File: src/serial_arb_pkg.sv
// two masters and ids 1 to 3 only (0 is no request); frames leave bit 0 first, patterns read oldest bit left
package serial_arb_pkg;

  //////////////////////////////
  // sizes
  //////////////////////////////
  localparam int NO_SLAVES   = 3;
  localparam int NO_MASTERS  = 2;
  localparam int S_ID_WIDTH  = $clog2(NO_SLAVES + 1);
  localparam int FRAME_WIDTH = 3;
  localparam int PAT_WIDTH   = 3;                      // input pattern window
  localparam int GAP_WIDTH   = $clog2(FRAME_WIDTH);    // frame bits still queued

  // frames to a master
  localparam logic [FRAME_WIDTH-1:0] FR_ZERO  = 3'b000;  // reset or end
  localparam logic [FRAME_WIDTH-1:0] FR_GRANT = 3'b011;  // line sees 1,1,0
  localparam logic [FRAME_WIDTH-1:0] FR_OPEN  = 3'b111;
  localparam logic [FRAME_WIDTH-1:0] FR_STOP  = 3'b010;

  // patterns from a master
  localparam logic [PAT_WIDTH-1:0] PAT_REQ  = 3'b111;
  localparam logic [PAT_WIDTH-1:0] PAT_ACK  = 3'b101;
  localparam logic [PAT_WIDTH-1:0] PAT_NAK  = 3'b110;
  localparam logic [PAT_WIDTH-1:0] PAT_DONE = 3'b010;
  localparam logic [1:0]           PAT_END  = 2'b01;

  typedef enum logic [1:0] {
    IDLE   = 2'b00,
    STOP_P = 2'b10,  // preempted
    CLEAR  = 2'b11   // bus granted
  } cmd_e;

  typedef enum logic [1:0] {
    END_COM  = 2'b00,
    NAK      = 2'b01,
    WAIT_ACK = 2'b10,
    COM      = 2'b11
  } com_state_e;

  // ST_ prefix keeps COM free for the status code
  typedef enum logic [2:0] {
    ST_RST, ST_START, ST_ALLOC1, ST_ALLOC2, ST_ACK, ST_COM, ST_DONE, ST_OVER
  } port_state_e;

  typedef enum logic [1:0] {
    ARB_FREE, ARB_GRANT, ARB_BUSY, ARB_STOP
  } arb_state_e;

  typedef struct packed {
    logic [S_ID_WIDTH-1:0] id;         // nonzero only while waiting for a grant
    com_state_e            com_state;
    logic                  done;       // one cycle, after a stop
  } port_status_t;

endpackage

File: src/frame_shifter.sv
// loads must be at least three cycles apart; a new load may land while the last bit is on the line
`timescale 1ns/10ps

module frame_shifter (
  input  logic                                   clk,
  input  logic                                   rstN,
  input  logic [serial_arb_pkg::FRAME_WIDTH-1:0] din,
  input  logic                                   load,
  output logic                                   dout
);
  import serial_arb_pkg::*;

  logic [FRAME_WIDTH-1:0] shreg;
  logic [GAP_WIDTH-1:0]   busy_cnt;  // bits queued behind the one on the line

  always_ff @(posedge clk or negedge rstN) begin
    if (!rstN) begin
      shreg    <= '0;
      busy_cnt <= '0;
    end else if (load) begin
      shreg    <= din;
      busy_cnt <= GAP_WIDTH'(FRAME_WIDTH - 1);
    end else begin
      shreg <= {1'b0, shreg[FRAME_WIDTH-1:1]};  // zero fill, line idles low
      if (busy_cnt != '0) busy_cnt <= busy_cnt - 1'b1;
    end
  end

  assign dout = shreg[0];

  // the port spaces its frames, never cut one short
  a_no_overlap: assert property (@(posedge clk) disable iff (!rstN)
    load |-> (busy_cnt == '0));

endmodule

File: src/master_port.sv
// the two id bits must directly follow 111, and a master stays idle (0) while a frame arrives
`timescale 1ns/10ps

module master_port (
  input  logic                         clk,
  input  logic                         rstN,
  input  logic                         port_in,
  output logic                         port_out,
  input  serial_arb_pkg::cmd_e         cmd,
  output serial_arb_pkg::port_status_t status
);
  import serial_arb_pkg::*;

  port_state_e            state;
  port_state_e            next_state;
  logic [PAT_WIDTH-1:0]   input_buf;  // newest bit in bit 0
  logic                   request;
  logic [S_ID_WIDTH-1:0]  req_id;
  com_state_e             com_state;
  logic                   done;
  logic                   open_pend;  // ack seen, open frame still to go
  logic [GAP_WIDTH-1:0]   gap_cnt;
  logic                   can_load;
  logic [FRAME_WIDTH-1:0] frame;
  logic                   load;

  frame_shifter out_shifter_i (
    .clk  (clk),
    .rstN (rstN),
    .din  (frame),
    .load (load),
    .dout (port_out)
  );

  // same spacing the shifter expects
  assign can_load = (gap_cnt == '0);

  //////////////////////////////
  // next state and frames
  //////////////////////////////
  always_comb begin
    next_state = state;
    frame      = FR_ZERO;
    load       = 1'b0;
    case (state)
      ST_RST: begin
        load       = 1'b1;  // one zero frame after reset
        next_state = ST_START;
      end
      ST_START: if (request) next_state = ST_ALLOC1;
      ST_ALLOC1: begin
        // id 0 means no slave, drop it
        if (input_buf[S_ID_WIDTH-1:0] != '0) next_state = ST_ALLOC2;
        else next_state = ST_START;
      end
      ST_ALLOC2: begin
        if (cmd == CLEAR && can_load) begin
          frame      = FR_GRANT;
          load       = 1'b1;
          next_state = ST_ACK;
        end
      end
      ST_ACK: begin
        if (input_buf == PAT_NAK) next_state = ST_OVER;
        else if (input_buf == PAT_ACK) next_state = ST_COM;
      end
      ST_COM: begin
        if (can_load) begin
          if (open_pend) begin
            frame = FR_OPEN;
            load  = 1'b1;
          end else if (com_state == END_COM) begin
            load       = 1'b1;  // zero frame closes
            next_state = ST_OVER;
          end else if (cmd == STOP_P) begin
            frame      = FR_STOP;
            load       = 1'b1;
            next_state = ST_DONE;
          end
        end
      end
      ST_DONE: if (done) next_state = ST_ALLOC2;  // request stays, wait again
      ST_OVER: next_state = ST_START;
    endcase
  end

  //////////////////////////////
  // state, decode and status
  //////////////////////////////
  always_ff @(posedge clk or negedge rstN) begin
    if (!rstN) begin
      state     <= ST_RST;
      input_buf <= '0;
      request   <= 1'b0;
      com_state <= END_COM;
      done      <= 1'b0;
      open_pend <= 1'b0;
      gap_cnt   <= '0;
    end else begin
      state     <= next_state;
      input_buf <= {input_buf[PAT_WIDTH-2:0], port_in};
      request   <= (state == ST_START) && (input_buf == PAT_REQ);
      done      <= (state == ST_DONE) && (input_buf == PAT_DONE) && !done;

      if (load) gap_cnt <= GAP_WIDTH'(FRAME_WIDTH - 1);
      else if (gap_cnt != '0) gap_cnt <= gap_cnt - 1'b1;

      case (state)
        ST_ALLOC2: if (load) com_state <= WAIT_ACK;
        ST_ACK: begin
          if (next_state == ST_OVER) begin
            com_state <= NAK;
          end else if (next_state == ST_COM) begin
            com_state <= COM;
            open_pend <= 1'b1;
          end
        end
        ST_COM: begin
          if (load && open_pend) open_pend <= 1'b0;
          // end pattern only counts once the open frame is out
          if (next_state == ST_COM && !open_pend && input_buf[1:0] == PAT_END) begin
            com_state <= END_COM;
          end
        end
        ST_DONE: if (input_buf == PAT_DONE && !done) com_state <= END_COM;
        default: begin
        end
      endcase
    end
  end

  always_ff @(posedge clk) begin
    if (state == ST_ALLOC1) req_id <= input_buf[S_ID_WIDTH-1:0];
  end

  assign status.id        = (state == ST_ALLOC2) ? req_id : '0;
  assign status.com_state = com_state;
  assign status.done      = done;

  a_com_in_state: assert property (@(posedge clk) disable iff (!rstN)
    (com_state == COM) |-> (state inside {ST_COM, ST_DONE}));

endmodule

File: src/arb_controller.sv
// fixed priority, master 0 highest; preempts only an owner already in communication
`timescale 1ns/10ps

module arb_controller (
  input  logic                                  clk,
  input  logic                                  rstN,
  input  serial_arb_pkg::port_status_t          status [serial_arb_pkg::NO_MASTERS],
  output serial_arb_pkg::cmd_e                  cmd    [serial_arb_pkg::NO_MASTERS],
  output logic                                  owner_valid,
  output logic                                  owner,
  output logic [serial_arb_pkg::S_ID_WIDTH-1:0] slave_id
);
  import serial_arb_pkg::*;

  arb_state_e             state;
  port_status_t           owner_st;
  logic                   pick_valid;
  logic                   pick;
  logic                   higher_wait;  // someone above the owner waits
  logic                   release_bus;
  logic                   grant_now;
  logic                   preempt;
  logic [NO_MASTERS-1:0]  clear_vec;

  assign owner_st = status[owner];

  // lowest waiting index wins
  always_comb begin
    pick_valid  = 1'b0;
    pick        = 1'b0;
    higher_wait = 1'b0;
    for (int m = NO_MASTERS - 1; m >= 0; m--) begin
      if (status[m].id != '0) begin
        pick_valid = 1'b1;
        pick       = 1'(m);
        if (m < int'(owner)) higher_wait = 1'b1;
      end
    end
  end

  //////////////////////////////
  // release, grant, preempt
  //////////////////////////////
  assign release_bus = ((state == ARB_BUSY) && (owner_st.com_state inside {END_COM, NAK}))
                    || ((state == ARB_STOP) && (owner_st.done || owner_st.com_state == END_COM));
  assign grant_now   = pick_valid && ((state == ARB_FREE) || release_bus);
  assign preempt     = (state == ARB_BUSY) && (owner_st.com_state == COM) && higher_wait;

  always_ff @(posedge clk or negedge rstN) begin
    if (!rstN) begin
      state       <= ARB_FREE;
      owner       <= 1'b0;
      owner_valid <= 1'b0;
      slave_id    <= '0;
      for (int m = 0; m < NO_MASTERS; m++) cmd[m] <= IDLE;
    end else begin
      if (release_bus) begin
        cmd[owner]  <= IDLE;
        owner_valid <= 1'b0;
        state       <= ARB_FREE;
      end
      // clear held until the port leaves its wait
      if (state == ARB_GRANT && owner_st.id == '0) begin
        cmd[owner] <= IDLE;
        state      <= ARB_BUSY;
      end
      if (preempt) begin
        cmd[owner] <= STOP_P;  // held until done
        state      <= ARB_STOP;
      end
      if (grant_now) begin  // may follow a release in the same cycle
        cmd[pick]   <= CLEAR;
        owner       <= pick;
        owner_valid <= 1'b1;
        slave_id    <= status[pick].id;
        state       <= ARB_GRANT;
      end
    end
  end

  always_comb begin
    for (int m = 0; m < NO_MASTERS; m++) clear_vec[m] = (cmd[m] == CLEAR);
  end

  a_one_clear: assert property (@(posedge clk) disable iff (!rstN)
    $onehot0(clear_vec));

  // a clear always goes to the recorded owner
  a_clear_owner: assert property (@(posedge clk) disable iff (!rstN)
    (|clear_vec) |-> (owner_valid && clear_vec[owner]));

endmodule

File: src/serial_arbiter_top.sv
// two masters on one-bit serial lines; owner and slave_id are only meaningful while owner_valid
`timescale 1ns/10ps

module serial_arbiter_top (
  input  logic                                  clk,
  input  logic                                  rstN,
  input  logic [serial_arb_pkg::NO_MASTERS-1:0] port_in,
  output logic [serial_arb_pkg::NO_MASTERS-1:0] port_out,
  output logic                                  owner_valid,
  output logic                                  owner,
  output logic [serial_arb_pkg::S_ID_WIDTH-1:0] slave_id
);
  import serial_arb_pkg::*;

  port_status_t status [NO_MASTERS];
  cmd_e         cmd    [NO_MASTERS];

  //////////////////////////////
  // one port per master
  //////////////////////////////
  for (genvar m = 0; m < NO_MASTERS; m++) begin : g_port
    master_port port_i (
      .clk      (clk),
      .rstN     (rstN),
      .port_in  (port_in[m]),
      .port_out (port_out[m]),
      .cmd      (cmd[m]),
      .status   (status[m])
    );
  end

  arb_controller ctrl_i (
    .clk         (clk),
    .rstN        (rstN),
    .status      (status),
    .cmd         (cmd),
    .owner_valid (owner_valid),
    .owner       (owner),
    .slave_id    (slave_id)
  );

endmodule

File: config.mk
export PLATFORM = sky130hd
export DESIGN_NAME = serial_arbiter_top
export DESIGN_NICKNAME = d
export VERILOG_FILES = /design/src/serial_arb_pkg.sv /design/src/frame_shifter.sv /design/src/master_port.sv /design/src/arb_controller.sv /design/src/serial_arbiter_top.sv
export SDC_FILE = /design/constraint.sdc
export NUM_CORES = 1
export LEC_CHECK = 0
export ABC_AREA = 1
export BUFFER_PORTS_ARGS = -buffer_cell sky130_fd_sc_hd__buf_2
export CORE_ASPECT_RATIO = 0.75
export CORE_MARGIN = 1.5
export CORE_UTILIZATION = 50
export CTS_BUF_LIST = sky130_fd_sc_hd__clkbuf_16
export CTS_CLUSTER_SIZE = 40
export DETAILED_ROUTE_END_ITERATION = 10
export GPL_ROUTABILITY_DRIVEN = 1
export HOLD_SLACK_MARGIN = 0.15
export PLACE_DENSITY = 0.67
export SLEW_MARGIN = 40
export SYNTH_ARGS = -nofsm -noshare
export SYNTH_HDL_FRONTEND = slang
export SYNTH_SLANG_ARGS = --single-unit
File: constraint.sdc
create_clock -name clk -period 3 [get_ports clk]
set_input_delay 0.15 -clock clk [delete_from_list [all_inputs] [get_ports clk]]
set_output_delay 0.15 -clock clk [all_outputs]
set_load 0.01 [all_outputs]
After elaboration in Yosys (flattened, before gate mapping). Index checks and enable logic that the tools add are counted. Widths: inputs -> output; s select.

Bits in registers: 46. Word-level logic and storage cells: 251. Output and inout port bits: 6. Input port bits: 4.

Bitwise operators: 9. Magnitude comparators: 5. Add/subtract/negate cells: 2. Multiplexer cells: 99. Eq/ne operators: 51. Reductions and logical operators: 61.

Operator list (count): $mux 3 (26); $mux 2 (28); $eq 3x3->1 const B (18); $pmux 3 s7 (2); $mux 5 (6); $logic_and 1x1->1 (24); $reduce_bool 2->1 (12); $mux 1 (23); $eq 3x2->1 const B (6); $mux 4 (4); $ne 2x1->1 const B (8); $pmux 2 s4 (2); $eq 2x2->1 const B (7); $logic_not 2->1 (7); $pmux 3 s2 (2); $reduce_bool 4->1 (3); $reduce_and 5->1 (2); $and 4x4->4 (2); $eq 2x1->1 const B (4); $ne 2x2->1 const B (4); $reduce_and 4->1 (2); $eq 3x1->1 const B (2); $logic_not 3->1 (2); $ne 3x1->1 const B (2); other kinds (16) (29).

Longest topological paths before layout. Gate-level depths: netlist (run 1).

Depth in word-level cells: 16. Gate-level depth with buffers: 13.

Modules after synthesis. From an unflattened synthesis (run 1), not the netlist that was laid out.

Cells, all modules: 356. Area total of the unflattened synthesis: 2683.8 um^2.

Modules (own cells, without submodules): master_port (g_port[0].port_i) (cells each 124, area each 970.9 um^2, times used 1); master_port (g_port[1].port_i) (cells each 116, area each 857.1 um^2, times used 1); arb_controller (cells each 92, area each 638.1 um^2, times used 1); frame_shifter (cells each 12, area each 108.9 um^2, times used 2).

Worst setup path before layout (run 1). Ideal clock, no wire load.

Kind: register to register. From: reg g_port[0].port_i.gap_cnt[0]. To: reg g_port[0].port_i.com_state[0]. Buffers on the path: 0. Stages on the path, launching flop included: 14. Data required time: 2.881 ns. Arrival: 1.450 ns. Library setup time: 0.119 ns. Period minus slack after synthesis: 1.569 ns. Setup slack: 1.431 ns. Cells stage by stage: dfrtp_1 > inv_1 > ha_1 > nand2_2 > nor2_2 > nor2_2 > nor2_2 > nand2_1 > nor2_2 > nand4_1 > nand2_1 > nand2_1 > nand2_1 > nand2_1.

Cells in the longest elaborated chain, start to end: 9. Elaborated cells between the ends (all ways): 18. Classes of those cells: eq/ne (5); mux (8); reduce/logical (5).

RTL lines: start: declaration (RTL line master_port.sv:22) `logic [GAP_WIDTH-1:0] gap_cnt;`; start signal: assignment (RTL line master_port.sv:105) `if (load) gap_cnt <= GAP_WIDTH'(FRAME_WIDTH - 1);`; start signal: assignment (RTL line master_port.sv:106) `else if (gap_cnt != '0) gap_cnt <= gap_cnt - 1'b1;`; $logic_not 2->1 * (RTL line master_port.sv:36) `assign can_load = (gap_cnt == '0);`; $logic_and 1x1->1 (RTL line master_port.sv:57) `if (cmd == CLEAR && can_load) begin`; $mux 3 (RTL line master_port.sv:57); $pmux 3 s7 (RTL line master_port.sv:45) `case (state)`; $eq 3x3->1 (RTL line master_port.sv:113, master_port.sv:121); $logic_and 1x1->1 (2 in a row) (RTL line master_port.sv:121) `if (next_state == ST_COM && !open_pend && input_buf[1:0] == PAT_END) begin`; $ne 2x1->1 (no source line); $reduce_and 5->1 (no source line); end signal: assignment (RTL line master_port.sv:114) `com_state <= COM;`; end signal: assignment (RTL line master_port.sv:122) `com_state <= END_COM;`; end signal: assignment (RTL line master_port.sv:125) `ST_DONE: if (input_buf == PAT_DONE && !done) com_state <= END_COM;`; end: declaration (RTL line master_port.sv:19) `com_state_e com_state;`.

Every way passes the cells marked *; elsewhere a longest branch is shown, timed or not. A chain may end at the register's enable or synchronous reset.

Worst setup path in the final report (run 1). Ends and elaborated chain as after synthesis.

==> results of run 1 <==
==> power groups by stage <==
stage	clock network (mW)	logic, mW	registers (mW)
final	0.514	1.11	1.00
after global routing	0.555	1.25	1.03
after CTS	0.529	1.11	0.997
after detailed placement	0	1.10	1.01
after global placement	0	1.09	1.00
after floorplan	0	0.948	0.939
==> cell families after synthesis <==
family,synth area share (%)
AND/OR/NAND/NOR,33.02
buffers and inverters,9.846
flip-flops,46.54
AO/OA/AOI/OAI,8.901
XOR/XNOR,0.6963
adder cells (fa/ha/maj),0.9944
==> layout make-up <==
type | count | area [µm²] | share of cell area, %
multi-input combinational | 208 | 1097 | 39.70
inverter | 54 | 205.2 | 7.424
clock buffer | 5 | 125.1 | 4.527
timing repair buffer | 12 | 77.57 | 2.807
sequential | 46 | 1171 | 42.37
tap | 60 | 75.07 | 2.716
clock inverter | 3 | 12.51 | 0.4527
==> layer usage <==
metal	vias to the layer above	global-route usage (%)
li1	1027	-
met3	7	4.204
met2	47	28.10
met1	876	30.45
met5	-	0
met4	0	6.148
==> metrics by stage <==
step | cell area [µm²] | power, mW | utilization, % | hold slack (ns)
6_report | 2764 | 2.627 | 56.73 | 0.3937
5_1_grt | 2764 | 2.836 | 56.73 | 0.4382
4_1_cts | 2764 | 2.635 | 56.73 | 0.4089
3_5_place_dp | 2596 | 2.106 | 53.29 | 0.1695
3_3_place_gp | 2594 | 2.086 | 53.24 | 0.2585
2_1_floorplan | 2516 | 1.887 | - | -0.1456
==> registers in the layout, indices dropped and copies added (netlist names), 4 cells and up <==
signal / count
ctrl_i.cmd: 4
g_port.port_i.com_state: 4
g_port.port_i.gap_cnt: 4
g_port.port_i.input_buf: 6
g_port.port_i.out_shifter_i.shreg: 6
g_port.port_i.req_id: 4
g_port.port_i.state: 6
==> repair_timing <==
action                    4_1_cts  5_1_grt
hold endpoints to repair       44        0
hold buffers                    3        0
buffers inserted                0        0
==> worst max-delay path, stage by stage, from the launching register on <==
cell and delay [ns]:
dfrtp_1 0.39, inv_1 0.06, ha_1 0.28, nand2_2 0.07, nor2_2 0.12, nor2_2 0.07, nor2_2 0.12, nand2_1 0.07
nor2_2 0.10, nand4_1 0.09, nand2_1 0.08, nand2_1 0.07, nand2_1 0.05, nand2_1 0.04
==> worst max-delay path by stage <==
stage	slack [ns]	depth (start not counted)	end
after floorplan	1.43	13	g_port[0].port_i.com_state[0]
after global placement	1.34	8	g_port[1].port_i.out_shifter_i.shreg[0]
after detailed placement	1.30	13	g_port[0].port_i.com_state[0]
after CTS	1.29	13	g_port[0].port_i.com_state[0]
after global routing	1.12	13	g_port[0].port_i.com_state[0]
final	1.27	13	g_port[0].port_i.com_state[0]
==> cell usage in the layout (no fill, tap or decap), types with 2 or more instances in the layout <==
cell	n
a21oi_1	7
nand2_2	8
buf_2	8
ha_1	2
inv_2	11
a31oi_1	3
a32oi_1	2
nor2_1	16
xor2_1	2
inv_1	43
nand3_1	17
dfrtp_1	42
nor3_1	10
nand2_1	90
o21ai_1	8
nor2_2	12
clkbuf_16	5
edfxtp_1	4
nand4_2	2
o211ai_1	3
o21ai_0	3
nand3_2	6
dlygate4sd3_1	3
nand4_1	6
==> flow_metrics.tcl, run 1 <==
set metrics [dict create \
    synth_area_per_cell_um2 8.039 \
    vias_in_the_first_global_route 1841 \
    num_vias 1957 \
    maximum_ir_drop_on_the_vdd_rail_mv 0.4160 \
    design.die.area_um2 5472 \
    initial_antenna_violation_count 0 \
    grt_max_degree 43 \
    slew_margin_rel_pct 65.35 \
    clockBufferDepth 2 \
    fin_crit_sh_pct 57.68 \
    grt_use_total_pct 19.91 \
    root_buffer "clkbuf_16" \
    cts_sinks 46 \
    synth_top_area_cells "dfrtp_1, nand2_1, inv_1" \
    met3_layer_wire_length_in_the_routed_design_um 225 \
    asyncSetResetFlopFracSynth_pct 91.30 \
    placement_rows 22 \
    count_of_final_hold_check_violations 0 \
    switch_pwr_mw 1.116 \
    fp.dieH_um 64.44 \
    wl_per_cell_um 12.46 \
    worstSkewPairLatency_ns 0.28 \
    combPwrFrac_pct 42.3 \
    yosysWarnings 0 \
    dominantRegCellSynth "dfrtp_1" \
    dp_cells 377 \
    reg2regPathDepth 13 \
    yosys.area.top_type "dfrtp_1" \
    worst-endpoint-arrival_ns 1.90 \
    finClkSkew_ns 0.005740 \
    critical_path.startpoint "g_port[0].port_i.gap_cnt[0]" \
    drt.antenna.violating_nets 0 \
    layout_overhead_on_the_synthesized_area_pct 9.846 \
    proportion_of_layout_cells_with_a_drive_suffix_above_1_pct 18.90 \
    worst_margin_pin_slew_ns 0.5198 \
    synth-seq-cells 46 \
    finalWorstPathRequiredPeriod_ns 1.731 \
    top_layer_used "met4" \
    detailed_router_s_first_iteration_violation_count 86 \
    path_class "register to register" \
    worst_setup_path_end_kind "register" \
    cts-buffers-inserted 5 \
    p_per_area_nw_per_um2 950.3 \
    ys_top_cells_by_count "nand2_1, dfrtp_1, inv_1, nand3_1, nor2_1" \
    worst_slack_ns 1.269 \
    drt_wl_total_um 4835 \
    fp.dieW_um 84.92 \
    ctsResizeCount 0 \
    synthesis.instances 313 \
    netSwitchingFraction_pct 42.50 \
    fin_setup_tns_ns 0 \
    pwr-share-seq_pct 38.1 \
    drv.max_cap_violation_count 0 \
    start_util_pct 51.64 \
    synthMostInstantiatedCell "nand2_1" \
    worst_r2r_startpoint "g_port[0].port_i.gap_cnt[0]" \
    top_level_ports 10 \
    antenna_diode_count 0 \
    cts_htree_levels 2 \
    wl_met1_um 2726 \
    iteration_count_of_the_initial_detailed_routing_pass 4 \
    syn_area_um2 2516 \
    outcome "finished, final reports clean" \
    route.detailed.vias_per_inst 5.044 \
    worst_setup_path_start_kind "register" \
    grt_pass1_wl_um 8487 \
    buffer_ports.inserted 9 \
    mappedNetlistNets 319 \
    synth.lib_cells_used.distinct 36 \
    worstPathRequired_ns 3.17 \
    post-dp-hpwl_um 3629 \
    rrSetupSlack_ns 1.27 \
    report.final.setup_viol 0 \
    grt-ovfl-total 0 \
    place_congestion 0.8745 \
    p_clk_share_pct 19.6 \
    synth_edf_count 4 \
    nFillCells 433 \
    rsz_0062_raised_after_global_routing "no" \
    drv_slew 0 \
    cellInternalPower_mw 1.510 \
    clk_pin_slew_ns 0.06 \
    cellLeakagePower_nw 1.480 \
    wl_met2_um 1822 \
    max_freq_mhz 577.9 \
    drt_drc_violations_left 0 \
    hp-class "input port to async pin" \
    synth_top_cell_area_share_pct 41.77 \
    worst_r2r_endpoint "g_port[0].port_i.com_state[0]" \
    stdcell_count 388 \
    coreArea_um2 4872 \
    tritoncts_clock_tree "built" \
    nNetsFinal 333 \
    seq_area_frac_synth_pct 46.54 \
    detailedPlace.worstSlack_ns 1.303 \
    worstPathMaxFanout 6 \
]
Note: power is estimated with default switching activity, not from simulation.
==> run 2: changes to the inputs <==
--- a/config.mk
+++ b/config.mk
@@ -15,7 +15,7 @@
 export DETAILED_ROUTE_END_ITERATION = 10
 export GPL_ROUTABILITY_DRIVEN = 1
 export HOLD_SLACK_MARGIN = 0.15
-export PLACE_DENSITY = 0.67
+export PLACE_DENSITY = 0.69
 export SLEW_MARGIN = 40
 export SYNTH_ARGS = -nofsm -noshare
 export SYNTH_HDL_FRONTEND = slang
==> constraint.sdc (replaced) <==
create_clock -name clk -period 1.4 [get_ports clk]
set_input_delay 0.07 -clock clk [delete_from_list [all_inputs] [get_ports clk]]
set_output_delay 0.07 -clock clk [all_outputs]
set_load 0.01 [all_outputs]
==> flow_metrics.tcl, run 2 (synthesized netlist as in run 1, its figures left out) <==
set metrics [dict create \
    drt_wl_total_um 6342 \
    finalWorstPathRequiredPeriod_ns 1.603 \
    num_vias 2363 \
    slew_margin_rel_pct 76.14 \
    fp.dieH_um 64.44 \
    library_cell_appearing_most_often_on_the_critical_path "nand2_1" \
    worst_slack_ns -0.2026 \
    detailed_router_s_first_iteration_violation_count 143 \
    worst_margin_pin_slew_ns 0.3552 \
    design.die.area_um2 5472 \
    vias_in_the_first_global_route 2237 \
    p_per_area_nw_per_um2 2126 \
    hold_slack_ns 0.2804 \
    buffer_ports.inserted 9 \
    worst-endpoint-arrival_ns 1.78 \
    switch_pwr_mw 3.143 \
    hp-class "input port to async pin" \
    fin_setup_tns_ns -1.905 \
    grt_use_total_pct 23.77 \
    drv_slew 0 \
    root_buffer "clkbuf_16" \
    netSwitchingFraction_pct 40.92 \
    worstSkewPairLatency_ns 0.29 \
    stdcell_count 454 \
    cts-buffers-inserted 5 \
    count_of_final_hold_check_violations 0 \
    top_level_ports 10 \
    nFillCells 328 \
    route.detailed.vias_per_inst 5.205 \
    start_util_pct 51.64 \
    clk_pin_slew_ns 0.06 \
    placement_rows 22 \
    path_class "register to register" \
    finClkSkew_ns 0.009098 \
    wl_per_cell_um 13.97 \
    outcome "complete, but fails checks" \
    antenna_diode_count 0 \
    tritoncts_clock_tree "built" \
    report.final.setup_viol 21 \
    dp_cells 432 \
    worstPathRequired_ns 1.57 \
    initial_antenna_violation_count 0 \
    place_congestion 0.8963 \
    slowest_delay_ns 0.39 \
    area_of_placed_instances_um2 3053 \
    failed_checks "design-rule violations, negative setup slack" \
    final_core_util_pct 74.14 \
    post-dp-hpwl_um 4328 \
    drt.antenna.violating_nets 0 \
    rsz_0062_raised_after_global_routing "yes" \
    cellInternalPower_mw 4.538 \
    worst_setup_path_start_kind "register" \
    max_freq_mhz 624.0 \
    worstPathMaxFanout 3 \
    biggestRegsByFlops "g_port.port_i.input_buf: 6 flops, g_port.port_i.out_shifter_i.shreg: 6 flops, g_port.port_i.state: 6 flops" \
    detailedPlace.worstSlack_ns -0.2269 \
    post-layout-total-power_mw 7.680 \
    fin_crit_sh_pct 114.5 \
    cellLeakagePower_nw 1.861 \
    coreArea_um2 4872 \
    mostFrequentLayoutCell "nand2_1" \
    proportion_of_layout_cells_with_a_drive_suffix_above_1_pct 43.15 \
    cp_cell_sequence "inv_2, ha_4, nand2_4, nor2_4, nor2_4, nor2_2, nand2_1, nor2_2, nand4_1, nand2_1, nand2_2, nand2_1, nand2_1" \
    critPathSlowestCell "dfrtp_1" \
    layout_overhead_on_the_synthesized_area_pct 43.56 \
    grt_max_degree 43 \
    rrSetupSlack_ns -0.20 \
    p_clk_share_pct 16.9 \
    drt_drc_violations_left 2 \
    cts_sinks 46 \
    maximum_ir_drop_on_the_vdd_rail_mv 0.9770 \
    grt-ovfl-total 0 \
    grt_pass1_wl_um 10190 \
    layout.cells.most_common_list "nand2_1, buf_4, inv_1" \
    cts_htree_levels 2 \
    drv.max_cap_violation_count 0 \
    combPwrFrac_pct 55.4 \
    worst_setup_path_end_kind "register" \
    design_area_um2 3612 \
    fp.dieW_um 84.92 \
    clockBufferDepth 2 \
    nNetsFinal 399 \
    iteration_count_of_the_initial_detailed_routing_pass 8 \
    pwr-share-seq_pct 27.7 \
]
## run 2: cell types whose count changed in the layout (fill, tap and decap cells not counted), sizes merged
cell | before | now
bufinv | 0 | 1
buf | 9 | 75
clkinv | 2 | 1
## run 2: metal layers
metal	vias to the layer above	global-route usage [%]	routed length, µm
li1	1163	-	-
met1	1124	34.11	3035
met2	59	37.40	2934
met3	17	4.331	229
met4	0	6.352	143
met5	-	0	0
## run 2: worst max-delay path, delay by kind of cell (launching register included)
family / cells / cell delay [ns]
flip-flops: 1 / 0.39
adder cells (fa/ha/maj): 1 / 0.16
AND/OR/NAND/NOR: 11 / 0.86
buffers and inverters: 1 / 0.08
## run 2: final timing paths
kind,startpoint,end,cells after the start
max,g_port[0].port_i.gap_cnt[0],g_port[0].port_i.com_state[0],13
min,rstN,ctrl_i.cmd[3],3
max reg2reg,g_port[0].port_i.gap_cnt[0],g_port[0].port_i.com_state[0],13
min reg2reg,g_port[0].port_i.request,g_port[0].port_i.state[0],1
max in group asynchronous,rstN,g_port[1].port_i.state[0],3
min in group clk,port_in[1],g_port[1].port_i.input_buf[0],2
## run 2: repair_timing
item	in CTS	in global routing
hold endpoints to repair	44	0
setup endpoints to repair	22	30
gates resized for setup	16	51
pin swaps	10	24
buffers inserted	2	12
hold buffers	3	0
## run 2: layout make-up
class                   instances  area, µm²  area share [%]
clock buffers                   5      125.1           3.464
clock inverters                 3      37.54           1.039
inverters                      54      210.2           5.819
multi-input cells             208       1363           37.72
flip-flops and latches         46       1176           32.56
well taps                      60      75.07           2.078
repair buffers                 78      625.6           17.32
## run 2: power by group through the flow
| stage | Sequential, mW | Combinational (mW) | Clock, mW |
|---|---|---|---|
| after floorplan | 2.02 | 2.14 | 0 |
| after global placement | 2.06 | 3.25 | 0 |
| after detailed placement | 2.07 | 3.34 | 0 |
| after CTS | 2.09 | 3.49 | 1.32 |
| after global routing | 2.17 | 4.66 | 1.36 |
| final | 2.13 | 4.26 | 1.30 |
